--- config.mk ---
export PLATFORM = sky130hd
export DESIGN_NAME = icache_refill_flat
export DESIGN_NICKNAME = d
export VERILOG_FILES = /design/src/common/icache_pkg.sv /design/src/common/icache_refill_if.sv /design/src/icache/icache_refill.sv /design/src/flat_wrapper.sv
export SDC_FILE = /design/constraint.sdc
export NUM_CORES = 1
export LEC_CHECK = 0
export BUFFER_PORTS_ARGS = -buffer_cell sky130_fd_sc_hd__buf_2
export CORE_MARGIN = 2
export CORE_UTILIZATION = 45
export CTS_BUF_LIST = sky130_fd_sc_hd__clkbuf_4
export DETAILED_ROUTE_END_ITERATION = 6
export PLACE_DENSITY_LB_ADDON = 0.05
export RECOVER_POWER = 50
export SYNTH_ARGS = -nofsm -noshare
export SYNTH_HDL_FRONTEND = slang
export SYNTH_SLANG_ARGS = --single-unit
--- constraint.sdc ---
create_clock -name clk -period 6.77 [get_ports clk]
set_clock_uncertainty 0.1 [all_clocks]
set_input_delay 0.677 -clock clk [delete_from_list [all_inputs] [get_ports clk]]
set_output_delay 0.677 -clock clk [all_outputs]
set_load 0.01 [all_outputs]
--- src/common/icache_pkg.sv ---
// geometry is fixed here; addresses are byte addresses and every fetch is word-aligned
package icache_pkg;

  // ============================================================
  // geometry
  // ============================================================
  localparam int ADDR_W         = 32;
  localparam int CACHE_BYTES    = 1024;
  localparam int LINE_BYTES     = 16;
  localparam int WAYS           = 2;
  localparam int WORDS_PER_LINE = LINE_BYTES / 4;
  localparam int SETS           = CACHE_BYTES / (LINE_BYTES * WAYS);
  localparam int OFFSET_W       = $clog2(LINE_BYTES);
  localparam int INDEX_W        = $clog2(SETS);
  localparam int TAG_W          = ADDR_W - INDEX_W - OFFSET_W;

  // axi burst codes for one line refill
  localparam logic [7:0] BURST_LEN  = 8'(WORDS_PER_LINE - 1);
  localparam logic [2:0] BURST_SIZE = 3'b010;

  // ============================================================
  // types
  // ============================================================
  typedef logic [ADDR_W-1:0]                    addr_t;
  typedef logic [31:0]                          word_t;
  typedef logic [TAG_W-1:0]                     tag_t;
  typedef logic [INDEX_W-1:0]                   index_t;
  typedef logic [$clog2(WORDS_PER_LINE)-1:0]    word_sel_t;
  // word 0 in the low bits
  typedef logic [LINE_BYTES*8-1:0]              line_t;
  typedef logic [$clog2(WAYS)-1:0]              way_t;

  typedef enum logic [1:0] {
    REFILL_IDLE,
    REFILL_ADDR,
    REFILL_DATA
  } refill_state_t;

endpackage
--- src/common/icache_refill_if.sv ---
// req is a level held with a line-aligned addr until the one-cycle done pulse
`timescale 1ns/1ps

interface icache_refill_if;
  import icache_pkg::*;

  // pipeline to refill engine
  logic   req;
  addr_t  addr;

  // refill engine to pipeline
  logic   done;
  // only meaningful while done is high
  line_t  line;

  modport pipe (
    output req, addr,
    input  done, line
  );

  modport refill (
    input  req, addr,
    output done, line
  );

endinterface

--- src/icache/icache_refill.sv ---
// one line refill at a time; expects a full 4-beat INCR burst with rlast on the last beat
`timescale 1ns/1ps

module icache_refill (
  input  logic                   clk,
  input  logic                   rst_n,
  icache_refill_if.refill        rfl,
  output logic                   m_axi_arvalid_o,
  input  logic                   m_axi_arready_i,
  output icache_pkg::addr_t      m_axi_araddr_o,
  output logic [7:0]             m_axi_arlen_o,
  output logic [2:0]             m_axi_arsize_o,
  output logic [1:0]             m_axi_arburst_o,
  input  logic                   m_axi_rvalid_i,
  output logic                   m_axi_rready_o,
  input  icache_pkg::word_t      m_axi_rdata_i,
  input  logic                   m_axi_rlast_i
);
  import icache_pkg::*;

  localparam word_sel_t LAST_BEAT = word_sel_t'(WORDS_PER_LINE - 1);

  refill_state_t  state_q;
  word_sel_t      beat_cnt_q;
  word_t          buf_q [WORDS_PER_LINE-1];
  logic           beat;

  // ============================================================
  // miss FSM
  // ============================================================
  assign beat = (state_q == REFILL_DATA) && m_axi_rvalid_i;

  always_ff @(posedge clk or negedge rst_n) begin
    if (!rst_n) begin
      state_q    <= REFILL_IDLE;
      beat_cnt_q <= '0;
    end else begin
      case (state_q)
        REFILL_IDLE: if (rfl.req) state_q <= REFILL_ADDR;
        REFILL_ADDR: if (m_axi_arready_i) state_q <= REFILL_DATA;
        REFILL_DATA: begin
          if (m_axi_rvalid_i) begin
            beat_cnt_q <= beat_cnt_q + 1'b1;
            if (m_axi_rlast_i) begin
              state_q    <= REFILL_IDLE;
              beat_cnt_q <= '0;
            end
          end
        end
        default: state_q <= REFILL_IDLE;
      endcase
    end
  end

  // AR/R drive
  assign m_axi_arvalid_o = (state_q == REFILL_ADDR);
  assign m_axi_araddr_o  = rfl.addr;
  assign m_axi_arlen_o   = BURST_LEN;
  assign m_axi_arsize_o  = BURST_SIZE;
  // INCR
  assign m_axi_arburst_o = 2'b01;
  assign m_axi_rready_o  = (state_q == REFILL_DATA);

  // ============================================================
  // line assembly
  // ============================================================
  always_ff @(posedge clk) begin
    if (beat && beat_cnt_q != LAST_BEAT) begin
      buf_q[beat_cnt_q] <= m_axi_rdata_i;
    end
  end

  // last beat goes straight into the line
  always_comb begin
    for (int i = 0; i < WORDS_PER_LINE - 1; i++) begin
      rfl.line[i*$bits(word_t) +: $bits(word_t)] = buf_q[i];
    end
    rfl.line[(WORDS_PER_LINE-1)*$bits(word_t) +: $bits(word_t)] = m_axi_rdata_i;
  end

  assign rfl.done = beat && m_axi_rlast_i;

  a_rlast_on_last_beat: assert property (@(posedge clk) disable iff (!rst_n)
    beat |-> (m_axi_rlast_i == (beat_cnt_q == LAST_BEAT)));

  a_ar_hold: assert property (@(posedge clk) disable iff (!rst_n)
    m_axi_arvalid_o && !m_axi_arready_i |=> m_axi_arvalid_o && $stable(m_axi_araddr_o));

endmodule

--- src/flat_wrapper.sv ---
// flat-port wrapper written by rule: the top's interface ports become plain ports
module icache_refill_flat import icache_pkg::*;
  (clk, rst_n, m_axi_arvalid_o, m_axi_arready_i, m_axi_araddr_o, m_axi_arlen_o, m_axi_arsize_o, m_axi_arburst_o, m_axi_rvalid_i, m_axi_rready_o, m_axi_rdata_i, m_axi_rlast_i, rfl_req, rfl_addr, rfl_done, rfl_line);
  icache_refill_if rfl_i ();
  input  logic clk;
  input  logic rst_n;
  output logic m_axi_arvalid_o;
  input  logic m_axi_arready_i;
  output icache_pkg::addr_t m_axi_araddr_o;
  output logic [7:0] m_axi_arlen_o;
  output logic [2:0] m_axi_arsize_o;
  output logic [1:0] m_axi_arburst_o;
  input  logic m_axi_rvalid_i;
  output logic m_axi_rready_o;
  input  icache_pkg::word_t m_axi_rdata_i;
  input  logic m_axi_rlast_i;
  input wire logic [$bits(rfl_i.req)-1:0] rfl_req;
  input wire logic [$bits(rfl_i.addr)-1:0] rfl_addr;
  output wire logic [$bits(rfl_i.done)-1:0] rfl_done;
  output wire logic [$bits(rfl_i.line)-1:0] rfl_line;
  assign rfl_i.req = rfl_req;
  assign rfl_i.addr = rfl_addr;
  assign rfl_done = rfl_i.done;
  assign rfl_line = rfl_i.line;
  icache_refill u_core (.clk(clk), .rst_n(rst_n), .rfl(rfl_i), .m_axi_arvalid_o(m_axi_arvalid_o), .m_axi_arready_i(m_axi_arready_i), .m_axi_araddr_o(m_axi_araddr_o), .m_axi_arlen_o(m_axi_arlen_o), .m_axi_arsize_o(m_axi_arsize_o), .m_axi_arburst_o(m_axi_arburst_o), .m_axi_rvalid_i(m_axi_rvalid_i), .m_axi_rready_o(m_axi_rready_o), .m_axi_rdata_i(m_axi_rdata_i), .m_axi_rlast_i(m_axi_rlast_i));
endmodule
# Word-level counts from Yosys, hierarchy flattened
# Memory sizes are Yosys's and may differ from the RTL's.
# Index checks and enable logic that the tools add are counted.
[totals] register_bits=4 ramBits=96 inputBits=70 out_inout_bits=176 word_cells=25 n_memories=1
[mem_list] memory="u_core.buf_q" words=3 width=32 read_ports=3 rd_ports_with_merged_regs=0 write_ports=1 line="icache_refill.sv:25" rtl="word_t buf_q [WORDS_PER_LINE-1];"
[op_classes] add_sub_neg=1 eq_ne=7 muxes=8 n_reduce_logical=6
[op_table] operator="$mux W2" n=5
[op_table] operator="$ne A2 B2 Y1 const B" n=3
[op_table] operator="$pmux W2 S3" n=1
[op_table] operator="$ne A2 B1 Y1 const B" n=2
[op_table] operator="$reduce_and A4 Y1" n=1
[op_table] operator="$logic_and A1 B1 Y1" n=3
[op_table] operator="$add A2 B1 Y2 const B" n=1
[op_table] operator="$eq A2 B1 Y1 const B" n=1
[op_table] operator="$eq A2 B2 Y1 const B" n=1
[op_table] operator="$logic_not A2 Y1" n=1
[op_table] operator="$mux W1" n=2
[op_table] operator="$reduce_and A2 Y1" n=1

# Depth between registers and ports, before layout
# Gate-level depths: netlist of the first run.
[logic_depth] depth_word=5 mapped_depth=4 ltp_nobuf=4

# Worst setup path before layout of the first run
# OpenSTA, ideal clock, no wires.
[synth_path] path_kind="input-to-reg" startpoint="in m_axi_rvalid_i" endpoint="mem u_core.buf_q[0][0] in the netlist's numbering, enable pin" setup_ps=468 arrival_ps=3200 t_required_ps=6202 path_slack_ps=3002 path_stages=2 n_path_buf=0 cell_sequence="nand3b_4 nor3b_1"
[synth_between] elab_chain_len=4
[synth_rtl] element="start: declaration" line="flat_wrapper.sv:13" rtl="input logic m_axi_rvalid_i;"
[synth_rtl] element="$logic_and A1 B1 Y1" line="icache_refill.sv:31" rtl="assign beat = (state_q == REFILL_DATA) && m_axi_rvalid_i;"
[synth_rtl] element="$logic_and A1 B1 Y1" line="icache_refill.sv:68" rtl="if (beat && beat_cnt_q != LAST_BEAT) begin"
[synth_rtl] element="$mux W1" line="icache_refill.sv:68"
[synth_rtl] element="$mux W1 (implied by the code)" line="icache_refill.sv:69" rtl="buf_q[beat_cnt_q] <= m_axi_rdata_i;"
[synth_rtl] element="end: declaration" line="icache_refill.sv:25"
# Every way passes these cells.

# Worst setup path in the final report of the first run
[layout_path] startpoint="reg u_core.state_q[0]" endpoint="out rfl_done"
[layout_between] elab_chain_len=3
[layout_rtl] element="start: declaration" line="icache_refill.sv:23" rtl="refill_state_t state_q;"
[layout_rtl] element="start signal: assignment" line="icache_refill.sv:35" rtl="state_q <= REFILL_IDLE;"
[layout_rtl] element="start signal: assignment" line="icache_refill.sv:39" rtl="REFILL_IDLE: if (rfl.req) state_q <= REFILL_ADDR;"
[layout_rtl] element="start signal: assignment" line="icache_refill.sv:40" rtl="REFILL_ADDR: if (m_axi_arready_i) state_q <= REFILL_DATA;"
[layout_rtl] element="$eq A2 B2 Y1" line="icache_refill.sv:31"
[layout_rtl] element="$logic_and A1 B1 Y1" line="icache_refill.sv:31"
[layout_rtl] element="$logic_and A1 B1 Y1" line="icache_refill.sv:81" rtl="assign rfl.done = beat && m_axi_rlast_i;"
[layout_rtl] element="end: declaration" line="flat_wrapper.sv:19" rtl="output wire logic [$bits(rfl_i.done)-1:0] rfl_done;"
# Every way passes these cells.

==> metrics.txt, run 1 <==
post-synthesis register bit count 100; Routed WL 7310 um; Cell Area, Synth 3750 um2; CTS buffer count 9; Worst path max stage delay 440 ps; initial antenna violation count 0; vias in the first global route 1746; part of the power in registers 60.0%; synth unique cells 18; compound-cell area share of the yosys netlist 0.367%; Area Overhead vs Synth 14.3%; Synth async-reset ratio 4.00%; fraction of synthesized area in multiplexers 0.667%; FF+latch area 2980 um2; dpl cells 411; Cell Pwr Density 292 nW/um2; clk sinks 100; worst vdd ir 126 uV; largest family of logic cells by synthesized area buffers and inverters; core area 8130 um2; post-synthesis cell count 201; final-report max-slew violation count 0; setup bufs post-CTS 0; gr usage total 15.7%; max cap viols 0; Lkg Pwr 1.60 nW; router iterations before antenna repair 4; Synthesis Warnings 0; Comb pwr share 13.1%; diode count 0; via count 1902; Startpoint Class register; worst path bufs/invs 1; clk slew on worst S/H paths 130 ps; status complete, no violations; Die Span Y 95.3 um; simple-gate share of the synthesized area 2.37%; Die ar. 9090 um2; CP delay by family, top flip-flops; final setup violation count 0; RSZ-0062 raised after global routing false; std cell rows 33; CTS Root Cell clkbuf_4; Crit. End Element output pin; pin count of the biggest net entering global routing 33; latest clock arrival within the worst-skew pair 420 ps; # DRC 0; Bufs on Longest Clock Path 2; Switching Fraction 24.6%; CTS tree yes; global-route wire length before repair 9940 um; Final period util 32.0%; Final Hold Viols 0; Syn Area/Cell 18.7 um2; switching power 0.309 mW; Final min period 2170 ps; top-count cell post-synth edfxtp_1; internal power 0.946 mW; Post-DP HPWL 5320 um; sequential share of the synthesized area 79.5%; Min-Delay Path Class in -> reg; H-tree Lvls 3; grt total ovfl 0; Critical Path AT 1390 ps; DR WL/cell 17.1 um; Synth area leaders edfxtp_1, buf_4, dfrtp_1; area fraction of the dominant cell type after synthesis 76.8%; Setup CP Type reg -> out; Die Width 95.3 um; Clock power frac 26.9%; Finished Layout Cells 428; Fin Hold WS 381 ps; Layout Nets 392; xor/xnor cell area share of the yosys netlist 0%; PortBufs 168; Final GP Congestion 0.717; Fill cells 764; antenna viol nets, final 0; cell taking the most area after synthesis edfxtp_1; setup TNS 0 ps; number of synthesized flops with an enable pin 96; Worst path slowest cell dfrtp_1; Initial DRC Count 59; Max Freq 462 MHz; area of the multi-input gates 229 um2; Synth Flop Type edfxtp_1; Vias/cell 4.44; crit-path max FO 5; Initial Util 46.1%; Top Ports 246; Post-synth top cells edfxtp_1, buf_4, dfrtp_1, ha_1; Tot Pwr 1.25 mW; WP data required 5990 ps; share of cells above drive strength 1 34.7%; Util after Layout 52.7%; area share of fa/ha/maj cells after synthesis 1.33%; critical-path cell list and2b_1 > and3_1 > buf_2
[sequential cells by signal, summed over array words and instances (netlist names)]
signal,cells
u_core.buf_q,96
u_core.beat_cnt_q,2
u_core.state_q,2
[power groups by stage]
stage | Sequential [mW] | Clock [mW] | Combinational, mW
after floorplan | 0.787 | 0 | 0.107
after global placement | 0.769 | 0 | 0.176
after detailed placement | 0.770 | 0 | 0.176
after CTS | 0.755 | 0.354 | 0.178
after global routing | 0.759 | 0.381 | 0.184
final | 0.753 | 0.337 | 0.164
[stage by stage]
step	area (um2)	worst slack, ps
floorplan	3790	3000
global route	4290	4470
finish	4290	4600
global placement	4230	4750
CTS	4400	4520
detailed placement	4230	4730
[layer usage]
layer,global-route usage [%],part of all wire [%],vias to the layer above
met5,0,0,-
met4,11.5,3.7,0
met2,26.9,53,110
li1,-,-,862
met1,16.6,34,892
met3,4.27,10,38
[cells by family (layout without fill, tap and decap cells)]
kind of cell	after synthesis	after routing
adder cells (fa/ha/maj)	4	4
flip-flops	100	100
buffers and inverters	79	190
AND/OR/NAND/NOR	12	12
other	2	13
AO/OA/AOI/OAI	2	2
multiplexers	2	2
[final timing paths]
path | from | endpoint | slack, ps | depth (start not counted)
min reg2reg | u_core.state_q[1] | u_core.state_q[0] | 410 | 1
min in group asynchronous | rst_n | u_core.state_q[0] | 510 | 2
max | u_core.state_q[0] | rfl_done | 4600 | 3
max reg2reg | u_core.state_q[0] | u_core.buf_q[0][13] | 4890 | 3
min | m_axi_arready_i | u_core.state_q[1] | 380 | 2
max in group asynchronous | rst_n | u_core.beat_cnt_q[0] | 5860 | 2
[layout make-up]
type                       count  share of cell area [%]
timing repair buffer         172                    18.1
clock inverter                 7                    2.25
inverter                       2                   0.175
sequential                   100                    69.5
tap                          105                    3.06
multi-input combinational     33                    5.34
clock buffer                   9                    1.57
[cell usage in the layout (no fill, tap or decap)]
cell type / synthesis / layout
dlygate4sd3_1: 0 / 1
dfrtp_1: 4 / 4
a22o_1: 1 / 1
inv_1: 2 / 2
conb_1: 2 / 13
nor2b_1: 1 / 1
nand2_1: 1 / 1
mux2i_1: 1 / 1
nand3b_1: 0 / 1
and2b_1: 1 / 1
mux2_4: 1 / 1
and3_1: 1 / 1
clkinv_1: 0 / 1
ha_1: 4 / 4
nor3b_2: 0 / 3
inv_6: 0 / 2
bufinv_16: 0 / 2
edfxtp_1: 96 / 96
nand2b_1: 3 / 3
buf_2: 0 / 90
buf_4: 77 / 3
clkinvlp_4: 0 / 2
nor2_1: 1 / 1
a21oi_1: 1 / 1
clkbuf_4: 0 / 9
clkbuf_1: 0 / 78
[worst reg2reg max path, stage by stage, from the launching register on]
cell      delay (ps)
dfrtp_1          440
nand3b_1         330
nor3b_2          240
buf_4            420
[what timing repair did]
action	4_1_cts	5_1_grt
hold buffers	1	0
endpoints found under the hold margin	4	0
resized for setup	0	0
Note: power is estimated with default switching activity, not from simulation.
==> run 2, diff against run 1 <==
--- a/config.mk
+++ b/config.mk
@@ -5,9 +5,10 @@
 export SDC_FILE = /design/constraint.sdc
 export NUM_CORES = 1
 export LEC_CHECK = 0
+export ABC_AREA = 1
 export BUFFER_PORTS_ARGS = -buffer_cell sky130_fd_sc_hd__buf_2
 export CORE_MARGIN = 2
-export CORE_UTILIZATION = 45
+export CORE_UTILIZATION = 43
 export CTS_BUF_LIST = sky130_fd_sc_hd__clkbuf_4
 export DETAILED_ROUTE_END_ITERATION = 6
 export PLACE_DENSITY_LB_ADDON = 0.05
==> constraint.sdc (replaced) <==
create_clock -name clk -period 2.1 [get_ports clk]
set_clock_uncertainty 0.1 [all_clocks]
set_input_delay 0.21 -clock clk [delete_from_list [all_inputs] [get_ports clk]]
set_output_delay 0.21 -clock clk [all_outputs]
set_load 0.01 [all_outputs]
==> metrics.txt, run 2 <==
router iterations before antenna repair 4 (unchanged); Routed WL 7610 um (+4.0%); std cell rows 34 (+3.0%); Die ar. 9470 um2 (+4.3%); Syn Area/Cell 17.7 um2 (-5.4%); Initial DRC Count 70 (+19%); vias in the first global route 2076 (+19%); commonest non-fill, non-tap cells in the layout edfxtp_1, buf_2, clkbuf_1, dlygate4sd3_1, conb_1; fin area 4800 um2 (+12%); Post-synth top cells edfxtp_1, buf_4, nand2_1; CP delay by family, top simple AND/OR/NAND/NOR gates; crit path to u_core.buf_q[2][30]; sequential share of the synthesized area 79.6% (+0.16 points); post-cts hold buffer count 40 (+39); post-synthesis cell count 212 (+5.5%); R2R Setup Slk 390 ps (-4500 ps); critical-path cell list inv_2 > nand3_1 > nor3_4 > buf_12; worst r2r dst u_core.buf_q[2][30]; setup bufs post-CTS 0 (unchanged); Max Freq 583 MHz; Area Overhead vs Synth 28.1%; Final period util 81.7%; global-route wire length before repair 10800 um (+8.6%); Synth async-reset ratio 4.00% (unchanged); Final min period 1710 ps; critical path depth 4 (+1); area of the multi-input gates 225 um2 (-1.6%); synth unique cells 15 (-3); Util after Layout 55.9% (+3.1 points); RSZ-0062 raised after global routing false; Critical Path AT 1740 ps (+350 ps); grt total ovfl 0 (unchanged); worst path bufs/invs 2 (+1); worst slack at placement 452 ps (-4280 ps); DP Area 4290 um2 (+1.6%); number of synthesized flops with an enable pin 96 (unchanged); diode count 0 (unchanged); CTS Root Cell clkbuf_4; H-tree Lvls 3 (unchanged); max cap viols 0 (unchanged); Setup crit start u_core.state_q[0]; FF+latch area 2980 um2 (unchanged); Min-Delay Path Class in -> out; Setup CP Type reg -> reg; status complete, no violations; cell taking the most area after synthesis edfxtp_1; clk sinks 100 (unchanged); Synth area leaders edfxtp_1, buf_4, dfrtp_1; latest clock arrival within the worst-skew pair 410 ps (about the same); Startpoint Class register; pin count of the biggest net entering global routing 33 (unchanged); top-count cell post-synth edfxtp_1; Cell Area, Synth 3750 um2 (-0.20%); Post-DP HPWL 5200 um (-2.3%); gr usage total 15.3% (-0.43 points); post-synthesis register bit count 100 (unchanged); Worst path slowest cell dfrtp_1; PortBufs 168 (unchanged); most common cell after layout, fill and taps aside edfxtp_1; worst vdd ir 508 uV (+300%); Synth Flop Type edfxtp_1; largest reg by FF count u_core.buf_q; Die Width 97.3 um (+2.1%); r2r startpoint u_core.state_q[0]; Cell Pwr Density 926 nW/um2 (+220%); crit-path max FO 32 (+27); top flop regs u_core.buf_q: 96 flops, u_core.beat_cnt_q: 2 flops, u_core.state_q: 2 flops; CTS tree yes; Vias/cell 4.42 (-0.53%); Worst Reg-to-Reg Cells 4 (+1); Fin Hold WS 320 ps (-61.0 ps); Worst path max stage delay 460 ps (+20 ps); area fraction of the dominant cell type after synthesis 77.0% (+0.15 points); clk slew on worst S/H paths 130 ps (about the same); core area 8590 um2 (+5.6%); Final GP Congestion 0.734 (+2.3%); dpl cells 427 (+3.9%); CTS buffer count 9 (unchanged); Lkg Pwr 1.81 nW (+13%); Top Ports 246 (unchanged); Bufs on Longest Clock Path 2 (unchanged); initial antenna violation count 0 (unchanged); final-report max-slew violation count 0 (unchanged); Fill cells 755 (-1.2%); Tot Pwr 4.45 mW (+250%); Die Span Y 97.3 um (+2.1%); setup TNS 0 ps (unchanged); Layout Nets 444 (+13%); number of flip-flops in the largest register 96 (unchanged); Synthesis Warnings 0 (unchanged); DR WL/cell 15.7 um (-7.8%); via count 2135 (+12%); # DRC 0 (unchanged); PostCTS Resize Cnt 0 (unchanged); antenna viol nets, final 0 (unchanged); final setup violation count 0 (unchanged); Final Hold Viols 0 (unchanged); WP data required 2130 ps (-3860 ps); Crit. End Element register; Final WS setup 385 ps (-4220 ps); Initial Util 43.6% (-2.6 points); Finished Layout Cells 483 (+13%); share of cells above drive strength 1 30.1% (-4.5 points)
-- run 2: power breakdown --
group,internal [mW],total (mW),switching (mW),leakage (nW)
logic,0.254,0.650,0.396,0.783
clock network,0.734,1.36,0.627,0.112
registers,2.36,2.44,0.0714,0.917
-- run 2: cells by family after synthesis --
kind of cell / share of synthesized area (%)
and+or+nand+nor: 2.34
adders and majority gates: 1.34
DFF: 79.6
other: 0.200
buffers and inverters: 16.2
AOI/OAI and AO/OA: 0.267
-- run 2: routing by layer --
metal  global-route usage [%]  wire length, um  vias to the layer above
met2                     25.7             3750                      116
li1                         -                -                      972
met3                     4.96              594                       49
met1                     16.1             2850                      998
met5                        0                0                        -
met4                     11.0              404                        0
-- run 2: layout make-up --
class | count | area share (%)
Clock buffer | 9 | 1.41
Clock inverter | 7 | 3.02
Inverter | 8 | 0.626
Multi-Input combinational cell | 38 | 4.69
Sequential cell | 100 | 62.1
Tap cell | 108 | 2.82
Timing Repair Buffer | 213 | 25.3
-- run 2: how the worst min path moves through the flow --
stage	startpoint	end	depth (start not counted)
2_1_floorplan	rst_n	u_core.beat_cnt_q[0]	0
3_3_place_gp	rst_n	u_core.state_q[0]	1
3_5_place_dp	rst_n	u_core.state_q[0]	1
4_1_cts	rfl_addr[31]	m_axi_araddr_o[31]	0
5_1_grt	rfl_addr[7]	m_axi_araddr_o[7]	0
6_report	rfl_addr[22]	m_axi_araddr_o[22]	0
==> run 3, diff against run 2 <==
==> constraint.sdc (replaced) <==
create_clock -name clk -period 1.6 [get_ports clk]
set_clock_uncertainty 0.1 [all_clocks]
set_input_delay 0.16 -clock clk [delete_from_list [all_inputs] [get_ports clk]]
set_output_delay 0.16 -clock clk [all_outputs]
set_load 0.01 [all_outputs]
==> metrics.txt, run 3 (synthesis gave the netlist of run 2 again) <==
status finished with violations; failing checks setup timing; Final GP Congestion 0.703 (-4.3%); RSZ-0062 raised after global routing true; Final Hold Viols 0 (unchanged); router iterations before antenna repair 4 (unchanged); Bufs on Longest Clock Path 2 (unchanged); CTS tree yes; worst r2r dst u_core.buf_q[1][7]; Max Freq 622 MHz (+6.7%); worst hold path endpoint m_axi_araddr_o[8]; Final WS setup -7.28 ps (-392 ps); gr usage total 15.9% (+0.61 points); final setup violation count 12 (+12); Top Ports 246 (unchanged); Setup CP Type reg -> reg; core area 8590 um2 (unchanged); critical-path cell list buf_6 > ha_4 > nor3_4 > buf_12; CP delay by family, top flip-flops; Min-Delay Path Class in -> out; clk slew on worst S/H paths 130 ps (about the same); share of cells above drive strength 1 47.3% (+17 points); internal power 4.26 mW (+27%); antenna viol nets, final 0 (unchanged); Fin Hold WS 220 ps (-100 ps); pin count of the biggest net entering global routing 24 (-27%); std cell rows 34 (unchanged); Final min period 1610 ps (-108 ps); Clock power frac 24.4% (-6.2 points); Routed WL 7880 um (+3.6%); diode count 0 (unchanged); Cell Pwr Density 1150 nW/um2 (+24%); H-tree Lvls 3 (unchanged); Worst Hold Depth 0 (unchanged); initial antenna violation count 0 (unchanged); worst path bufs/invs 2 (unchanged); CTS Root Cell clkbuf_4; grt total ovfl 0 (unchanged); number of flip-flops in the largest register 96 (unchanged); commonest non-fill, non-tap cells in the layout buf_2, edfxtp_1, dlygate4sd3_1, clkbuf_1, conb_1; switching power 1.49 mW (+36%); Die Span Y 97.3 um (unchanged); Die ar. 9470 um2 (unchanged); Switching Fraction 25.9% (+1.2 points); clk sinks 100 (unchanged); top flop regs u_core.buf_q: 96 flops, u_core.beat_cnt_q: 2 flops, u_core.state_q: 2 flops; via count 2228 (+4.4%); Post-DP HPWL 5340 um (+2.7%); max cap viols 0 (unchanged); Area Overhead vs Synth 33.9%; crit-path max FO 23 (-28%); R2R Setup Slk -7 ps (-390 ps); Final period util 100% (+19 points); part of the power in registers 55.5% (+0.7 points); WP data required 1640 ps (-490 ps); latest clock arrival within the worst-skew pair 420 ps (about the same); Initial DRC Count 58 (-17%); Comb pwr share 20.1% (+5.5 points); PortBufs 168 (unchanged); Startpoint Class register; most common cell after layout, fill and taps aside buf_2; largest reg by FF count u_core.buf_q; final-report max-slew violation count 0 (unchanged); Critical Path AT 1650 ps (-90 ps); DP Area 4330 um2 (+0.87%); fin area 5020 um2 (+4.5%); setup TNS -51.0 ps (-51.0 ps); r2r startpoint u_core.beat_cnt_q[0]; Die Width 97.3 um (unchanged); Worst path slowest cell dfrtp_2; Vias/cell 4.50 (+1.8%); worst hold start rfl_addr[8]; Lkg Pwr 2.01 nW (+11%); Crit. End Element register; vias in the first global route 2169 (+4.5%); # DRC 0 (unchanged); Worst Reg-to-Reg Cells 4 (unchanged); Initial Util 43.6% (unchanged); worst vdd ir 552 uV (+8.8%); Worst path max stage delay 460 ps (about the same); Layout Nets 456 (+2.7%); DR WL/cell 15.9 um (+1.1%); Tot Pwr 5.75 mW (+29%); global-route wire length before repair 11300 um (+5.0%); Util after Layout 58.4% (+2.5 points); CTS buffer count 9 (unchanged)
-- run 3: cell count changes in the layout (fill, tap and decap cells not counted), moves of 2 or more --
| cell | previous run | this run |
|---|---|---|
| buf_8 | 0 | 2 |
| buf_4 | 2 | 7 |
| ha_1 | 4 | 2 |
| clkbuf_1 | 82 | 32 |
| inv_2 | 2 | 6 |
| buf_2 | 86 | 135 |
| bufinv_16 | 4 | 2 |
| buf_6 | 0 | 4 |
| inv_1 | 6 | 2 |
| clkinv_1 | 0 | 2 |
-- run 3: per-layer routing --
layer | global-route usage [%] | vias to the layer above | routed length [um]
met5 | 0 | - | 0
met4 | 7.91 | 0 | 265
met3 | 5.61 | 34 | 659
met2 | 27.6 | 139 | 4100
met1 | 17.2 | 1054 | 2850
li1 | - | 1001 | -
-- run 3: timing repair --
action / 4_1_cts / 5_1_grt
gates cloned: 1 / 1
pin swaps: 2 / 4
setup endpoints to repair: 50 / 98
hold buffers: 39 / 0
resized for setup: 5 / 11
setup buffers: 5 / 3
hold endpoints to repair: 104 / 0
-- run 3: area by class of cell --
type,count,area (um2)
fillers,706,3580
flip-flops and latches,100,2980
repair buffers,225,1450
multi-input cells,38,263
well taps,108,135
clock inverters,7,90.1
clock buffers,9,67.6
inverters,8,30.0
-- run 3: worst register-to-register path: stages, from the launching register on --
cell and delay [ps]:
dfrtp_2 460, buf_6 130, ha_4 180, nor3_4 220, buf_12 220
-- run 3: worst max path at each step --
stage	from	endpoint	depth (start not counted)
4_1_cts	u_core.beat_cnt_q[0]	u_core.buf_q[2][28]	5
3_3_place_gp	u_core.beat_cnt_q[0]	u_core.buf_q[0][24]	5
5_1_grt	u_core.beat_cnt_q[0]	u_core.buf_q[2][6]	6
6_report	u_core.beat_cnt_q[0]	u_core.buf_q[1][7]	4
3_5_place_dp	u_core.beat_cnt_q[0]	u_core.buf_q[0][8]	5
2_1_floorplan	u_core.beat_cnt_q[0]	u_core.buf_q[2][0]	4
-- run 3: metrics by stage --
step / worst slack (ps) / instances
after floorplan: -421 / 223
after global placement: -6.79 / 430
after detailed placement: -44.8 / 430
after CTS: -7.18 / 491
after global routing: -58.3 / 495
final: -7.28 / 495
-- run 3: power groups by stage --
stage	logic [mW]	registers (mW)	clock network (mW)
CTS	1.03	3.20	1.46
global route	1.26	3.21	1.58
floorplan	0.517	3.33	0
finish	1.15	3.19	1.40
detailed placement	0.867	3.25	0
global placement	0.858	3.25	0
