===== config.mk =====
export PLATFORM = sky130hd
export DESIGN_NAME = icache_pipeline_flat
export DESIGN_NICKNAME = d
export VERILOG_FILES = /design/src/common/icache_pkg.sv /design/src/common/icache_refill_if.sv /design/src/common/icache_array_if.sv /design/src/icache/icache_pipeline.sv /design/src/flat_wrapper.sv
export SDC_FILE = /design/constraint.sdc
export NUM_CORES = 1
export LEC_CHECK = 0
export ABC_AREA = 1
export BUFFER_PORTS_ARGS = -buffer_cell sky130_fd_sc_hd__buf_2
export CAP_MARGIN = 20
export CORE_AREA = 2 2 287 289
export CTS_CLUSTER_SIZE = 20
export DETAILED_ROUTE_END_ITERATION = 6
export DIE_AREA = 0 0 289 291
export PLACE_DENSITY = 0.32
export SYNTH_ARGS = -nofsm -noshare
export SYNTH_HDL_FRONTEND = slang
export SYNTH_SLANG_ARGS = --single-unit

===== constraint.sdc =====
create_clock -name clk -period 8.7 [get_ports clk]
set_input_delay 0.87 -clock clk [delete_from_list [all_inputs] [get_ports clk]]
set_output_delay 0.87 -clock clk [all_outputs]
set_load 0.03 [all_outputs]

===== src/common/icache_pkg.sv =====
// geometry is fixed here; addresses are byte addresses and every fetch is word-aligned
package icache_pkg;

  // ============================================================
  // geometry
  // ============================================================
  localparam int ADDR_W         = 32;
  localparam int CACHE_BYTES    = 1024;
  localparam int LINE_BYTES     = 16;
  localparam int WAYS           = 2;
  localparam int WORDS_PER_LINE = LINE_BYTES / 4;
  localparam int SETS           = CACHE_BYTES / (LINE_BYTES * WAYS);
  localparam int OFFSET_W       = $clog2(LINE_BYTES);
  localparam int INDEX_W        = $clog2(SETS);
  localparam int TAG_W          = ADDR_W - INDEX_W - OFFSET_W;

  // axi burst codes for one line refill
  localparam logic [7:0] BURST_LEN  = 8'(WORDS_PER_LINE - 1);
  localparam logic [2:0] BURST_SIZE = 3'b010;

  // ============================================================
  // types
  // ============================================================
  typedef logic [ADDR_W-1:0]                    addr_t;
  typedef logic [31:0]                          word_t;
  typedef logic [TAG_W-1:0]                     tag_t;
  typedef logic [INDEX_W-1:0]                   index_t;
  typedef logic [$clog2(WORDS_PER_LINE)-1:0]    word_sel_t;
  // word 0 in the low bits
  typedef logic [LINE_BYTES*8-1:0]              line_t;
  typedef logic [$clog2(WAYS)-1:0]              way_t;

  typedef enum logic [1:0] {
    REFILL_IDLE,
    REFILL_ADDR,
    REFILL_DATA
  } refill_state_t;

endpackage

===== src/common/icache_refill_if.sv =====
// req is a level held with a line-aligned addr until the one-cycle done pulse
`timescale 1ns/1ps

interface icache_refill_if;
  import icache_pkg::*;

  // pipeline to refill engine
  logic   req;
  addr_t  addr;

  // refill engine to pipeline
  logic   done;
  // only meaningful while done is high
  line_t  line;

  modport pipe (
    output req, addr,
    input  done, line
  );

  modport refill (
    input  req, addr,
    output done, line
  );

endinterface


===== src/common/icache_array_if.sv =====
// array reads return one cycle after rd_index; a same-cycle write to the read index is forwarded
`timescale 1ns/1ps

interface icache_array_if;
  import icache_pkg::*;

  // read side
  index_t               rd_index;
  tag_t   [WAYS-1:0]    rd_tag;
  logic   [WAYS-1:0]    rd_valid;
  line_t  [WAYS-1:0]    rd_line;
  way_t                 rd_lru;

  // one-hot per-way refill write
  logic   [WAYS-1:0]    wr_en;
  index_t               wr_index;
  tag_t                 wr_tag;
  line_t                wr_line;

  // replacement bit update sharing wr_index
  logic                 lru_wr_en;
  way_t                 lru_wr_bit;

  modport pipe (
    output rd_index, wr_en, wr_index, wr_tag, wr_line, lru_wr_en, lru_wr_bit,
    input  rd_tag, rd_valid, rd_line, rd_lru
  );

  modport arrays (
    input  rd_index, wr_en, wr_index, wr_tag, wr_line, lru_wr_en, lru_wr_bit,
    output rd_tag, rd_valid, rd_line, rd_lru
  );

endinterface


===== src/icache/icache_pipeline.sv =====
// two-stage lookup; a hit answers one cycle after accept, a miss stalls stage 1 until refill done
`timescale 1ns/1ps

module icache_pipeline (
  input  logic                   clk,
  input  logic                   rst_n,
  input  logic                   fetch_req_valid_i,
  output logic                   fetch_req_ready_o,
  input  icache_pkg::addr_t      fetch_addr_i,
  output logic                   fetch_rsp_valid_o,
  input  logic                   fetch_rsp_ready_i,
  output icache_pkg::addr_t      fetch_rsp_addr_o,
  output icache_pkg::word_t      fetch_rsp_instr_o,
  icache_array_if.pipe           arr,
  icache_refill_if.pipe          rfl
);
  import icache_pkg::*;

  logic               s1_valid;
  addr_t              s1_addr;
  tag_t               s1_tag;
  index_t             s1_index;
  word_sel_t          s1_word;
  logic [WAYS-1:0]    hit_oh;
  logic               hit;
  way_t               hit_way;
  line_t              hit_line;

  // ============================================================
  // stage 0 accepts and addresses the arrays
  // ============================================================
  assign fetch_req_ready_o = !s1_valid || (hit && fetch_rsp_ready_i);

  // stalled stage 1 keeps rereading its own set
  assign arr.rd_index = fetch_req_ready_o ? fetch_addr_i[OFFSET_W +: INDEX_W] : s1_index;

  always_ff @(posedge clk or negedge rst_n) begin
    if (!rst_n) begin
      s1_valid <= 1'b0;
    end else if (fetch_req_ready_o) begin
      s1_valid <= fetch_req_valid_i;
    end
  end

  always_ff @(posedge clk) begin
    if (fetch_req_ready_o && fetch_req_valid_i) begin
      s1_addr <= fetch_addr_i;
    end
  end

  // ============================================================
  // stage 1 compares tags and responds
  // ============================================================
  assign s1_tag   = s1_addr[ADDR_W-1 -: TAG_W];
  assign s1_index = s1_addr[OFFSET_W +: INDEX_W];
  assign s1_word  = s1_addr[2 +: $bits(word_sel_t)];

  always_comb begin
    hit_way = '0;
    for (int w = 0; w < WAYS; w++) begin
      hit_oh[w] = arr.rd_valid[w] && (arr.rd_tag[w] == s1_tag);
      if (hit_oh[w]) begin
        hit_way = way_t'(w);
      end
    end
  end

  assign hit      = |hit_oh;
  assign hit_line = arr.rd_line[hit_way];

  assign fetch_rsp_valid_o = s1_valid && hit;
  assign fetch_rsp_addr_o  = s1_addr;
  assign fetch_rsp_instr_o = hit_line[s1_word * $bits(word_t) +: $bits(word_t)];

  // replacement bit moves away from the way just used once per completed hit
  assign arr.lru_wr_en  = fetch_rsp_valid_o && fetch_rsp_ready_i;
  assign arr.lru_wr_bit = (arr.rd_lru == hit_way) ? ~arr.rd_lru : arr.rd_lru;

  // ============================================================
  // miss handling
  // ============================================================
  assign rfl.req  = s1_valid && !hit;
  assign rfl.addr = {s1_addr[ADDR_W-1:OFFSET_W], {OFFSET_W{1'b0}}};

  // victim is the way the replacement bit names
  always_comb begin
    for (int w = 0; w < WAYS; w++) begin
      arr.wr_en[w] = rfl.done && (arr.rd_lru == way_t'(w));
    end
  end

  assign arr.wr_index = s1_index;
  assign arr.wr_tag   = s1_tag;
  assign arr.wr_line  = rfl.line;

  // a refilled line only lands while stage 1 is waiting on its miss
  a_wr_on_miss: assert property (@(posedge clk) disable iff (!rst_n)
    |arr.wr_en |-> rfl.req);

  // the re-lookup after a refill hits through the array forwarding, so no second req
  a_refill_hits: assert property (@(posedge clk) disable iff (!rst_n)
    rfl.done |=> s1_valid && hit && !rfl.req);

endmodule


===== src/flat_wrapper.sv =====
// flat-port wrapper written by rule: the top's interface ports become plain ports
module icache_pipeline_flat import icache_pkg::*;
  (clk, rst_n, fetch_req_valid_i, fetch_req_ready_o, fetch_addr_i, fetch_rsp_valid_o, fetch_rsp_ready_i, fetch_rsp_addr_o, fetch_rsp_instr_o, arr_rd_index, arr_wr_en, arr_wr_index, arr_wr_tag, arr_wr_line, arr_lru_wr_en, arr_lru_wr_bit, arr_rd_tag, arr_rd_valid, arr_rd_line, arr_rd_lru, rfl_req, rfl_addr, rfl_done, rfl_line);
  icache_array_if arr_i ();
  icache_refill_if rfl_i ();
  input  logic clk;
  input  logic rst_n;
  input  logic fetch_req_valid_i;
  output logic fetch_req_ready_o;
  input  icache_pkg::addr_t fetch_addr_i;
  output logic fetch_rsp_valid_o;
  input  logic fetch_rsp_ready_i;
  output icache_pkg::addr_t fetch_rsp_addr_o;
  output icache_pkg::word_t fetch_rsp_instr_o;
  output wire logic [$bits(arr_i.rd_index)-1:0] arr_rd_index;
  output wire logic [$bits(arr_i.wr_en)-1:0] arr_wr_en;
  output wire logic [$bits(arr_i.wr_index)-1:0] arr_wr_index;
  output wire logic [$bits(arr_i.wr_tag)-1:0] arr_wr_tag;
  output wire logic [$bits(arr_i.wr_line)-1:0] arr_wr_line;
  output wire logic [$bits(arr_i.lru_wr_en)-1:0] arr_lru_wr_en;
  output wire logic [$bits(arr_i.lru_wr_bit)-1:0] arr_lru_wr_bit;
  input wire logic [$bits(arr_i.rd_tag)-1:0] arr_rd_tag;
  input wire logic [$bits(arr_i.rd_valid)-1:0] arr_rd_valid;
  input wire logic [$bits(arr_i.rd_line)-1:0] arr_rd_line;
  input wire logic [$bits(arr_i.rd_lru)-1:0] arr_rd_lru;
  output wire logic [$bits(rfl_i.req)-1:0] rfl_req;
  output wire logic [$bits(rfl_i.addr)-1:0] rfl_addr;
  input wire logic [$bits(rfl_i.done)-1:0] rfl_done;
  input wire logic [$bits(rfl_i.line)-1:0] rfl_line;
  assign arr_rd_index = arr_i.rd_index;
  assign arr_wr_en = arr_i.wr_en;
  assign arr_wr_index = arr_i.wr_index;
  assign arr_wr_tag = arr_i.wr_tag;
  assign arr_wr_line = arr_i.wr_line;
  assign arr_lru_wr_en = arr_i.lru_wr_en;
  assign arr_lru_wr_bit = arr_i.lru_wr_bit;
  assign arr_i.rd_tag = arr_rd_tag;
  assign arr_i.rd_valid = arr_rd_valid;
  assign arr_i.rd_line = arr_rd_line;
  assign arr_i.rd_lru = arr_rd_lru;
  assign rfl_req = rfl_i.req;
  assign rfl_addr = rfl_i.addr;
  assign rfl_i.done = rfl_done;
  assign rfl_i.line = rfl_line;
  icache_pipeline u_core (.clk(clk), .rst_n(rst_n), .fetch_req_valid_i(fetch_req_valid_i), .fetch_req_ready_o(fetch_req_ready_o), .fetch_addr_i(fetch_addr_i), .fetch_rsp_valid_o(fetch_rsp_valid_o), .fetch_rsp_ready_i(fetch_rsp_ready_i), .fetch_rsp_addr_o(fetch_rsp_addr_o), .fetch_rsp_instr_o(fetch_rsp_instr_o), .arr(arr_i), .rfl(rfl_i));
endmodule

==> Yosys cells after proc, flatten, opt, wreduce, memory -nomap -nowiden <==
Index checks and enable logic that the tools add are counted.
W data, S select, Z words.
{ "op_classes": {"order_cmp": 1, "eq_ne": 3, "shift": 1, "muxes": 5, "bitwise_logic": 1, "reduce_logical": 13} }
{ "ops": {"columns": ["cell", "count"], "rows": [
  ["$mux W128", 2],
  ["$shiftx A128 B8 Y32", 1],
  ["$eq A23 B23 Y1", 2],
  ["$logic_and A1 B1 Y1", 9],
  ["$mux W5", 1],
  ["$logic_not A1 Y1", 2],
  ["$lt A1 B2 Y1 const B", 1],
  ["$mux W1", 2],
  ["$reduce_or A2 Y1", 1],
  ["$eq A1 B1 Y1", 1],
  ["$logic_or A1 B1 Y1", 1],
  ["$not A1 Y1", 1]
]} }
{ "word_totals": {"regBits": 33, "input_bits": 470, "output_inout_bits": 264, "word_cells": 26} }

==> Logic depth before layout (Yosys ltp) <==
Gate-level depths: netlist of run 1.
{ "depth": {"ltp_word": 6, "depth_mapped": 14, "mapped_depth_nobuf": 12} }

==> Worst setup path after synthesis of run 1 <==
No wires, ideal clock.
{ "synth_timing": {"path_type": "input to register", "startpoint": "input port arr_rd_tag[45]", "endpoint": "register u_core.s1_addr[0], in the netlist u_core.fetch_rsp_addr_o[0], enable pin", "setup_time_ns": 0.432, "arrival_ns": 3.471, "t_required_ns": 8.268, "path_slack_ns": 4.797, "cell_stages": 8, "n_path_buf": 0, "cell_sequence": "xor2_1 -> nor2_1 -> nand2_1 -> nor2_1 -> nand3_1 -> nand2_1 -> nand2_1 -> a21oi_1"} }
{ "synth_via": {"elab_chain_cells": 6} }
{ "synth_rtl": {"columns": ["item", "line", "source"], "rows": [
  ["start, declared", "flat_wrapper.sv:22", "input wire logic [$bits(arr_i.rd_tag)-1:0] arr_rd_tag;"],
  ["$eq A23 B23 Y1", "icache_pipeline.sv:61", "hit_oh[w] = arr.rd_valid[w] && (arr.rd_tag[w] == s1_tag);"],
  ["$logic_and A1 B1 Y1", "icache_pipeline.sv:61", null],
  ["$reduce_or A2 Y1", "icache_pipeline.sv:68", "assign hit = |hit_oh;"],
  ["$logic_and A1 B1 Y1", "icache_pipeline.sv:32", "assign fetch_req_ready_o = !s1_valid || (hit && fetch_rsp_ready_i);"],
  ["$logic_or A1 B1 Y1", "icache_pipeline.sv:32", null],
  ["$logic_and A1 B1 Y1", "icache_pipeline.sv:46", "if (fetch_req_ready_o && fetch_req_valid_i) begin"],
  ["end signal, assigned", "icache_pipeline.sv:47", "s1_addr <= fetch_addr_i;"],
  ["end, declared", "icache_pipeline.sv:20", "addr_t s1_addr;"]
]} }
Every way passes these cells.
A chain may end at the register's enable or synchronous reset.

==> Final worst setup path of run 1 <==
{ "layout_timing": {"startpoint": "input port arr_rd_tag[24]", "endpoint": "output port fetch_rsp_instr_o[12]"} }
{ "layout_via": {"elab_chain_cells": 6} }
{ "layout_rtl": {"columns": ["item", "line", "source"], "rows": [
  ["$eq A23 B23 Y1", "icache_pipeline.sv:61", null],
  ["$logic_and A1 B1 Y1", "icache_pipeline.sv:61", null],
  ["$mux W1", "icache_pipeline.sv:62", "if (hit_oh[w]) begin"],
  ["$mux W128 (implied by the code) (2 in a row)", "icache_pipeline.sv:69", "assign hit_line = arr.rd_line[hit_way];"],
  ["$shiftx A128 B8 Y32", "icache_pipeline.sv:73", "assign fetch_rsp_instr_o = hit_line[s1_word * $bits(word_t) +: $bits(word_t)];"],
  ["end, declared", "flat_wrapper.sv:14", "output icache_pkg::word_t fetch_rsp_instr_o;"]
]} }
Every way passes these cells. The select of a mux whose other input is x is not followed.

==> results by group, run 1 <==
Outcome
  – Status: finished, final reports clean

Global route
  – First-pass GRT wire length: slightly above 70,000 um
  – Total GRT Usage: between 10% and 20%
  – Number of global-route vias before repair: 8,855
  – Largest net degree at the start of global routing: 74
  – Gr ovfl total: 0
  – Initial antenna violation count: 11

Drt
  – Routed vias/inst: about 3.4
  – Post-route ant nets: 0
  – Drt wl/cell: between 20 and 25 um
  – Final WL: 53,940 um
  – # DRC: 0
  – Vias: ~9k
  – DR iter-0 viols: roughly 390
  – Pre-Repair DR Iteration Count: 5

Clock tree
  – Post-cts sizing count: 0
  – Clock latency on the worst-skew pair: between 300 and 400 ps
  – Clock slew seen by the registers of the worst setup and hold paths: ~50 ps
  – CTS HTree Levels: 2
  – # hold bufs at CTS: 0
  – Clock root cell: clkbuf_16
  – Buffer depth of the longest clock path: 2
  – Setup bufs post-CTS: 0
  – Clock sinks: 33
  – CTS tree: built
  – Num CTS Buffers: 5

Timing
  – Period utilization: between 50% and 60%
  – Post-layout min period: between 4000 and 5000 ps
  – Final Hold Vio Count: 0
  – Slew HR: roughly two fifths
  – Final worst slack: a little over 4000 ps
  – RSZ-0062 raised after global routing: no
  – Setup_tns: 0 ps
  – F_max: 216.6 MHz
  – Worst Tran Pin Value: just over 900 ps
  – Hold WS: about 370 ps
  – Final setup violation count: 0
  – Max Clock Skew: roughly 16 ps
  – Slew Limit Fails: 0

Logic synthesis
  – Area share of the largest cell type after synthesis: about 20%
  – Commonest cells post-synth: nand2_1 (398), inv_1 (309), buf_4 (189)
  – Mapped Area: around 7400 um2
  – Synth Area in Adders: 0%
  – Biggest area consumer among synthesized cells: nand2_1
  – EDFF count, synth: 32
  – Yosys warns: 0
  – Main combinational cell family by area after synthesis: simple AND/OR/NAND/NOR gates
  – Synth async-reset ratio: under 10%
  – Post-Synth XOR/XNOR Area: 1.061%
  – Synth Area in Simple Gates: a little over two fifths
  – Synth Flop Type: edfxtp_1
  – Register area share after synthesis: a little over an eighth
  – Flops & latches, synth: 33
  – Top-count cell post-synth: nand2_1
  – Syn avg cell area: roughly 5.4 um2
  – Synth cell types: 21
  – Synth Area in Compound Gates: less than 1%
  – Area contributors post-synth: nand2_1 (20%), buf_4 (19%), inv_1 (16%)
  – Synth Instances: 1,364
  – Mux contribution to synthesized area: 0%

Worst setup path
  – R2R Path End: u_core.fetch_rsp_addr_o[29]
  – Crit path capture type: primary output
  – CP startpoint: arr_rd_tag[24]
  – Critical path type: input pin to primary output
  – WP data required: approximately 7800 ps
  – Worst setup endpoint: fetch_rsp_instr_o[12]
  – CP arrival: between 3000 and 4000 ps
  – FF-to-FF path depth: 11
  – Flop2flop setup slack: 5740 ps
  – Startpoint Class: input pin
  – Worst r2r src: u_core.fetch_rsp_addr_o[10]
  – Worst Path Max Fanout: 72

Placement
  – GP Congestion: 0.8662
  – Worst slack, placed: approximately 4000 ps
  – Post-DP HPWL: approximately 46,000 um
  – Placed insts: between 2k and 3k
  – Port buffer count: about 470

Cells and area
  – Fin cells: around 2.7k
  – Layout cell share with drive strength beyond 1: about a third
  – Fill cell count: slightly below 10k
  – Final nets: ~2.1k
  – P&R area growth vs syn: 29.73%

Floorplan
  – Starting Density: under 10%
  – Die area: approximately 84,000 um2
  – Die Ht: 291 um
  – Core ar.: 81,190 um2
  – Row count: 105
  – Ports: roughly 730
  – Chip width: approximately 290 um

Pwr
  – PwrDens: ~64 nW/um2
  – VDD IR max: 0.1027 mV
  – Leak Pwr: ~6 nW

Hold path
  – Worst hold path type: input pin to async pin

Flow run
  – Max-cap violations: 0
[cell usage in the layout, fill, tap and decap left out, drive strengths merged]
master,count
bufinv,2
xor2,2
clkinv,1
dfrtp,1
buf,486
conb,4
nor2,41
inv,323
nand4,135
o22ai,4
diode,2
clkbuf,5
nand3,144
nand2,398
o21ai,7
edfxtp,32
xnor2,7
nor3,3
a21oi,1
[metal layers]
layer | share of wire, % | GRT usage [%]
met1 | 35 | 12.10
met2 | 51 | 22.64
met3 | 11 | 4.984
met4 | 3.0 | 3.483
met5 | 0.085 | 0.2326
[flip-flops by register name (all words and copies together) (netlist names)]
signal	flops
u_core.s1_valid	1
u_core.fetch_rsp_addr_o	32
[worst min path at each step]
stage / startpoint / to / slack [ps] / cells past startpoint
4_1_cts: rst_n / u_core.s1_valid / 360 / 1
5_1_grt: rst_n / u_core.s1_valid / 360 / 1
3_5_place_dp: rst_n / u_core.s1_valid / 680 / 1
2_1_floorplan: rst_n / u_core.s1_valid / 570 / 0
3_3_place_gp: rst_n / u_core.s1_valid / 680 / 1
6_report: rst_n / u_core.s1_valid / 370 / 1
[report_power, final]
| group | internal [mW] | switching [mW] |
|---|---|---|
| Combinational | 0.0887 | 0.106 |
| Sequential | 0.174 | 0.000000179 |
| Clock | 0.166 | 0.0874 |
| Total | 0.428 | 0.193 |
[cells by family (layout without fill, tap and decap cells)]
| logic type | Yosys count | after routing |
|---|---|---|
| simple gates | 721 | 721 |
| buf+inv | 588 | 817 |
| flops | 33 | 33 |
| compound gates | 12 | 12 |
| xor+xnor | 9 | 9 |
| other cells | 1 | 6 |
[critical path: stages]
cell and delay, ps:
buf_2 100, inv_1 100, nor2_1 60, nor2_1 130, nand2_1 100, nor2_4 160, buf_4 570, buf_4 800
nand4_1 160, nand3_1 190, nand2_1 100, nand2_1 110, nand2_1 70, buf_2 180
[stage by stage]
stage	total power, mW	instance area, um2	util [%]
finish	0.6213	9635	11.87
global route	0.6601	9633	11.86
CTS	0.6349	9630	11.86
detailed placement	0.3747	9437	11.62
global placement	0.3769	9437	11.62
floorplan	0.3714	7438	-
[area by class of cell]
type	count	area, um2	area share (%)
antenna	2	5.005	0.05194
inverter	323	1214	12.60
clock buffer	5	125.1	1.299
timing repair buffer	486	2465	25.58
clock inverter	3	68.82	0.7142
multi-input combinational	746	3433	35.63
tap	1070	1339	13.89
sequential	33	985.9	10.23
Note: power is estimated with default switching activity, not from simulation.
==> run 2, diff against run 1 <==
- clock period: 8.7 -> 4.3 ns (I/O delays scaled with it)
==> results by group, run 2 (synthesis gave the netlist of run 1 again) <==
Cells and area
  – Final nets: 2,064 (-0.048%)
  – Post-Route Utilization: 11.85% (-0.017 points)
  – P&R area growth vs syn: 29.55%
  – Fill cell count: 9,811 (+0.62%)
  – Most common cell after layout, fill and taps aside: buf_2
  – Most frequent cells in the layout: buf_2 (473), nand2_1 (398), inv_1 (308)
  – Layout cell share with drive strength beyond 1: 31.93% (-0.27 points)
  – Seq. cell area: 985.9 um2 (unchanged)
  – Max reg flops: 32 (unchanged)
  – Footprint of the multi-input gates: 3433 um2 (unchanged)

Pwr
  – Leak Pwr: 5.844 nW (-0.39%)
  – PwrDens: 115.9 nW/um2 (+80%)
  – VDD IR max: 0.1544 mV (+50%)

Timing
  – Slew HR: 32.06% (-6.4 points)
  – Final Hold Vio Count: 0 (unchanged)
  – Max Clock Skew: 12.48 ps (-3.398 ps)
  – Setup_tns: 0 ps (unchanged)
  – Post-layout min period: around 3700 ps
  – RSZ-0062 raised after global routing: no
  – Period utilization: between 80 and 90%
  – Slew Limit Fails: 0 (unchanged)
  – Worst Tran Pin Value: 1019 ps (+95.42 ps)
  – Hold WS: 305.3 ps (-61.92 ps)
  – F_max: between 200 and 300 MHz
  – Final setup violation count: 0 (unchanged)

Clock tree
  – Clock root cell: clkbuf_16
  – Clock latency on the worst-skew pair: 300 ps (about the same)
  – Setup bufs post-CTS: 0 (unchanged)
  – Post-cts sizing count: 0 (unchanged)
  – Num CTS Buffers: 5 (unchanged)
  – Clock slew seen by the registers of the worst setup and hold paths: 60 ps (about the same)
  – Clock sinks: 33 (unchanged)
  – Buffer depth of the longest clock path: 2 (unchanged)
  – CTS tree: built
  – CTS HTree Levels: 2 (unchanged)

Floorplan
  – Ports: 734 (unchanged)
  – Core ar.: 81,190 um2 (unchanged)
  – Die area: 84,100 um2 (unchanged)
  – Chip width: 289 um (unchanged)
  – Row count: 105 (unchanged)
  – Die Ht: 291 um (unchanged)
  – Starting Density: 9.148% (unchanged)

Drt
  – Pre-Repair DR Iteration Count: 5 (unchanged)
  – Final WL: 55,890 um (+3.6%)
  – Vias: 9,119 (+1.7%)
  – Routed vias/inst: 3.419 (+1.8%)
  – # DRC: 0 (unchanged)
  – Drt wl/cell: 20.96 um (+3.7%)
  – DR iter-0 viols: 374 (-3.4%)
  – Post-route ant nets: 0 (unchanged)

Global route
  – First-pass GRT wire length: 73,690 um (+2.7%)
  – Initial antenna violation count: 10 (-1)
  – Total GRT Usage: 12.52% (+0.40 points)
  – Largest net degree at the start of global routing: 129 (+74%)
  – Gr ovfl total: 0 (unchanged)
  – Number of global-route vias before repair: 9,027 (+1.9%)

Flow run
  – Max-cap violations: 0 (unchanged)

Worst setup path
  – WP data required: 3870 ps (-3960 ps)
  – Worst Path Max Fanout: 74 (+2.8%)
  – CP arrival: 3310 ps (-440 ps)
  – Critical path type: register to primary output
  – Startpoint Class: register
  – Crit path capture type: primary output

Placement
  – Post-DP HPWL: 45,930 um (+0.90%)
  – GP Congestion: 0.8676 (+0.16%)
  – Port buffer count: 473 (unchanged)

Hold path
  – Worst hold path type: input pin to register

Outcome
  – Status: finished, final reports clean
[run 2: path summary, 6_finish.rpt]
check,startpoint,end,cells past startpoint,slack [ps]
worst max-delay path,u_core.fetch_rsp_addr_o[27],fetch_rsp_instr_o[19],14,560
worst min-delay path,fetch_addr_i[26],u_core.fetch_rsp_addr_o[26],1,310
worst max register to register,u_core.fetch_rsp_addr_o[9],u_core.fetch_rsp_addr_o[21],11,1400
worst min register to register,u_core.s1_valid,u_core.s1_valid,2,890
max in group asynchronous,rst_n,u_core.s1_valid,2,3730
min in group asynchronous,rst_n,u_core.s1_valid,2,460
[run 2: timing repair]
item / in CTS / in global routing
hold buffers: 1 / 0
endpoints found under the hold margin: 1 / 0
endpoints found under the setup margin: 0 / 0
[run 2: metrics by stage]
| stage | std cells | total power, mW | area, um2 | setup WS, ps |
|---|---|---|---|---|
| after floorplan | 1367 | 0.7514 | 7438 | 626.7 |
| after global placement | 2656 | 0.7668 | 9472 | 788.7 |
| after detailed placement | 2656 | 0.7631 | 9472 | 767.5 |
| after CTS | 2664 | 1.137 | 9614 | 441.5 |
| after global routing | 2666 | 1.192 | 9619 | 329.4 |
| final | 2667 | 1.115 | 9622 | 556.6 |
[run 2: worst max-delay path, stage by stage, from the launching register on]
cell      delay, ps
edfxtp_1        550
inv_2           110
nand2_1         100
nand2_1          80
nor2_1          150
nand2_1         110
nor2_4          170
nand3_4         450
buf_12          410
nand2_1         120
nand3_1          80
nand2_1         160
nand2_1          80
nand2_1         140
buf_2           210
[run 2: final cells by class]
| class | count | area share [%] |
|---|---|---|
| flip-flops and latches | 33 | 10.25 |
| inverters | 323 | 12.61 |
| clock inverters | 1 | 0.03901 |
| diodes | 3 | 0.07802 |
| clock buffers | 6 | 1.339 |
| multi-input cells | 746 | 35.68 |
| well taps | 1070 | 13.91 |
| repair buffers | 485 | 26.09 |
[run 2: per-layer routing]
metal / up-vias / part of all wire (%) / GRT usage [%]
met2: 541 / 49 / 22.45
li1: 4437 / - / -
met4: 8 / 3.6 / 4.287
met3: 58 / 11 / 4.773
met1: 4075 / 36 / 13.24
met5: - / 0.095 / 0.1744
[run 2: report_power, final]
group | internal, mW | total, mW | switching, mW
Sequential | 0.352 | 0.352 | 0.000000362
Combinational | 0.180 | 0.398 | 0.218
Clock | 0.210 | 0.364 | 0.154
==> run 3, diff against run 2 <==
- ABC_CLOCK_PERIOD_IN_PS: default -> 4700
- SLEW_MARGIN: default -> 20
- clock period: 4.3 -> 4.7 ns (I/O delays scaled with it)
==> results by group, run 3 (synthesis gave the netlist of run 1 again) <==
Outcome
  – Status: finished, final reports clean

Drt
  – # DRC: 0 (unchanged)
  – Routed vias/inst: 3.422 (about the same)
  – Pre-Repair DR Iteration Count: 4 (-1)
  – Vias: 9,127 (+0.088%)
  – Drt wl/cell: 20.78 um (-0.83%)
  – Final WL: 55,430 um (-0.83%)
  – Post-route ant nets: 0 (unchanged)
  – DR iter-0 viols: 399 (+6.7%)

Flow run
  – Max-cap violations: 0 (unchanged)

Clock tree
  – Buffer depth of the longest clock path: 2 (unchanged)
  – CTS tree: built
  – Setup bufs post-CTS: 0 (unchanged)
  – Clock root cell: clkbuf_16
  – Num CTS Buffers: 5 (unchanged)
  – Clock latency on the worst-skew pair: 310 ps (about the same)
  – CTS HTree Levels: 2 (unchanged)
  – Clock sinks: 33 (unchanged)
  – Clock slew seen by the registers of the worst setup and hold paths: 70 ps (about the same)

Hold path
  – Worst hold path type: input pin to register
  – Worst Hold Path Cells: 1 (unchanged)

Timing
  – Slew Limit Fails: 0 (unchanged)
  – Final setup violation count: 0 (unchanged)
  – F_max: about 250 MHz
  – Period utilization: ~85%
  – Worst Tran Pin Value: 817.9 ps (-201.3 ps)
  – Post-layout min period: about 4000 ps
  – Final Hold Vio Count: 0 (unchanged)
  – RSZ-0062 raised after global routing: no
  – Slew HR: 45.48% (+13 points)
  – Setup_tns: 0 ps (unchanged)
  – Max Clock Skew: 15.06 ps (+2.580 ps)
  – Final worst slack: 714.0 ps (+157.4 ps)

Pwr
  – Logic gate share of total power: 32.9% (-2.8 points)
  – Sequential power share: 29.5% (-2.1 points)
  – Internal power: 0.7387 mW (-0.60%)
  – Switch Pwr: 0.3538 mW (-4.9%)
  – PwrDens: 113.1 nW/um2 (-2.4%)
  – Sw Ratio: 32.38% (-0.97 points)
  – Clock power frac: 37.6% (+4.9 points)
  – VDD IR max: 0.1688 mV (+9.4%)
  – Total power: 1.093 mW (-2.0%)
  – Leak Pwr: 5.865 nW (+0.35%)

Worst setup path
  – Critical Path Most Common Cell: nand2_1
  – Critical path type: register to primary output
  – Slowest CP cell: nand3_4
  – Critical Path, Cell by Cell: inv_2, nand2_1, nand2_1, nor2_1, nand2_1, nor2_4, nand3_4, buf_12, nand2_1, nand3_1, nand2_1, nand2_1, nand2_1, buf_2
  – Crit path capture type: primary output
  – Worst Path Max Fanout: 56 (-24%)
  – Delay-heaviest family, CP: simple AND/OR/NAND/NOR gates
  – Startpoint Class: register
  – Sum of buffers and inverters on the critical path: 3 (unchanged)
  – CP arrival: 3520 ps (+210 ps)
  – FF-to-FF path depth: 10 (-1)
  – WP depth: 14 (unchanged)
  – WP data required: 4230 ps (+360 ps)
  – Critical path's largest stage delay: 600 ps (+50 ps)

Cells and area
  – Fin cells: 2,667 (unchanged)
  – Layout cell share with drive strength beyond 1: 32.14% (+0.21 points)
  – Post-Route Utilization: 11.90% (+0.051 points)
  – P&R area growth vs syn: 30.10%
  – Max reg flops: 32 (unchanged)
  – Most common cell after layout, fill and taps aside: buf_2
  – Final nets: 2,065 (+0.048%)
  – Fill cell count: 9,717 (-0.96%)
  – Most frequent cells in the layout: buf_2 (473), nand2_1 (398), inv_1 (308)

Floorplan
  – Starting Density: 9.148% (unchanged)
  – Die area: 84,100 um2 (unchanged)
  – Chip width: 289 um (unchanged)
  – Ports: 734 (unchanged)
  – Row count: 105 (unchanged)
  – Core ar.: 81,190 um2 (unchanged)
  – Die Ht: 291 um (unchanged)

Placement
  – Placed insts: 2,657 (+0.038%)
  – Post-DP HPWL: 45,450 um (-1.0%)
  – Port buffer count: 473 (unchanged)
  – GP Congestion: 0.8832 (+1.8%)
  – Worst slack, placed: 930.8 ps (+163.3 ps)

Global route
  – Gr ovfl total: 0 (unchanged)
  – Number of global-route vias before repair: 8,907 (-1.3%)
  – Initial antenna violation count: 14 (+4)
  – Largest net degree at the start of global routing: 129 (unchanged)
  – First-pass GRT wire length: 72,990 um (-0.95%)
  – Total GRT Usage: 12.37% (-0.14 points)
[run 3: changes by cell type in the layout (fill, tap and decap cells not counted), sizes merged]
cell | before | now
diode | 3 | 1
bufinv | 0 | 1
clkbuf | 6 | 5
clkinvlp | 0 | 1
buf | 484 | 485
[run 3: power by group through the flow]
stage | clock network, mW | registers [mW] | logic (mW)
2_1_floorplan | 0 | 0.329 | 0.359
3_5_place_dp | 0 | 0.329 | 0.363
3_3_place_gp | 0 | 0.329 | 0.365
6_report | 0.411 | 0.322 | 0.359
5_1_grt | 0.432 | 0.322 | 0.408
4_1_cts | 0.425 | 0.322 | 0.366
[run 3: worst paths after layout]
path                                        startpoint                           to  slack [ps]
setup / recovery           u_core.fetch_rsp_addr_o[27]        fetch_rsp_instr_o[12]         710
hold / removal                        fetch_addr_i[15]  u_core.fetch_rsp_addr_o[15]         330
setup reg to reg           u_core.fetch_rsp_addr_o[10]  u_core.fetch_rsp_addr_o[21]        1760
hold reg to reg                        u_core.s1_valid              u_core.s1_valid         860
max in group asynchronous                        rst_n              u_core.s1_valid        4080
min in group asynchronous                        rst_n              u_core.s1_valid         510
[run 3: per-layer routing]
| metal | vias up | global-route usage, % | part of all wire [%] |
|---|---|---|---|
| met5 | - | 0.2326 | 0.074 |
| met4 | 6 | 3.772 | 3.1 |
| met3 | 63 | 4.773 | 11 |
| met2 | 573 | 22.82 | 50 |
| met1 | 4039 | 12.72 | 35 |
| li1 | 4446 | - | - |
[run 3: cell type report]
| type | instances | area (um2) | area share, % |
|---|---|---|---|
| antenna | 1 | 2.502 | 0.02590 |
| clock buffer | 5 | 125.1 | 1.295 |
| multi-input combinational | 746 | 3433 | 35.53 |
| sequential | 33 | 985.9 | 10.20 |
| clock inverter | 3 | 46.29 | 0.4791 |
| tap | 1070 | 1339 | 13.85 |
| inverter | 323 | 1214 | 12.56 |
| timing repair buffer | 486 | 2517 | 26.05 |
[run 3: stage by stage]
stage          area [um2]  hold slack (ps)
6_report             9663            330.7
3_5_place_dp         9479            279.3
4_1_cts              9661            316.5
5_1_grt              9661            320.2
3_3_place_gp         9479            279.7
2_1_floorplan        7438            174.4
[run 3: what timing repair did]
| action | 4_1_cts | 5_1_grt |
|---|---|---|
| endpoints found under the hold margin | 1 | 0 |
| gates resized for setup | 0 | 0 |
| hold buffers | 1 | 0 |
| endpoints found under the setup margin | 0 | 0 |
[run 3: worst reg2reg max path, cell delays in order (launching register included)]
cell	delay, ps
edfxtp_1	550
buf_4	230
o21ai_0	110
inv_1	60
nand4_1	120
nor2_1	120
nand3_1	190
nand2_1	180
nand2_1	220
a21oi_4	370
buf_4	420
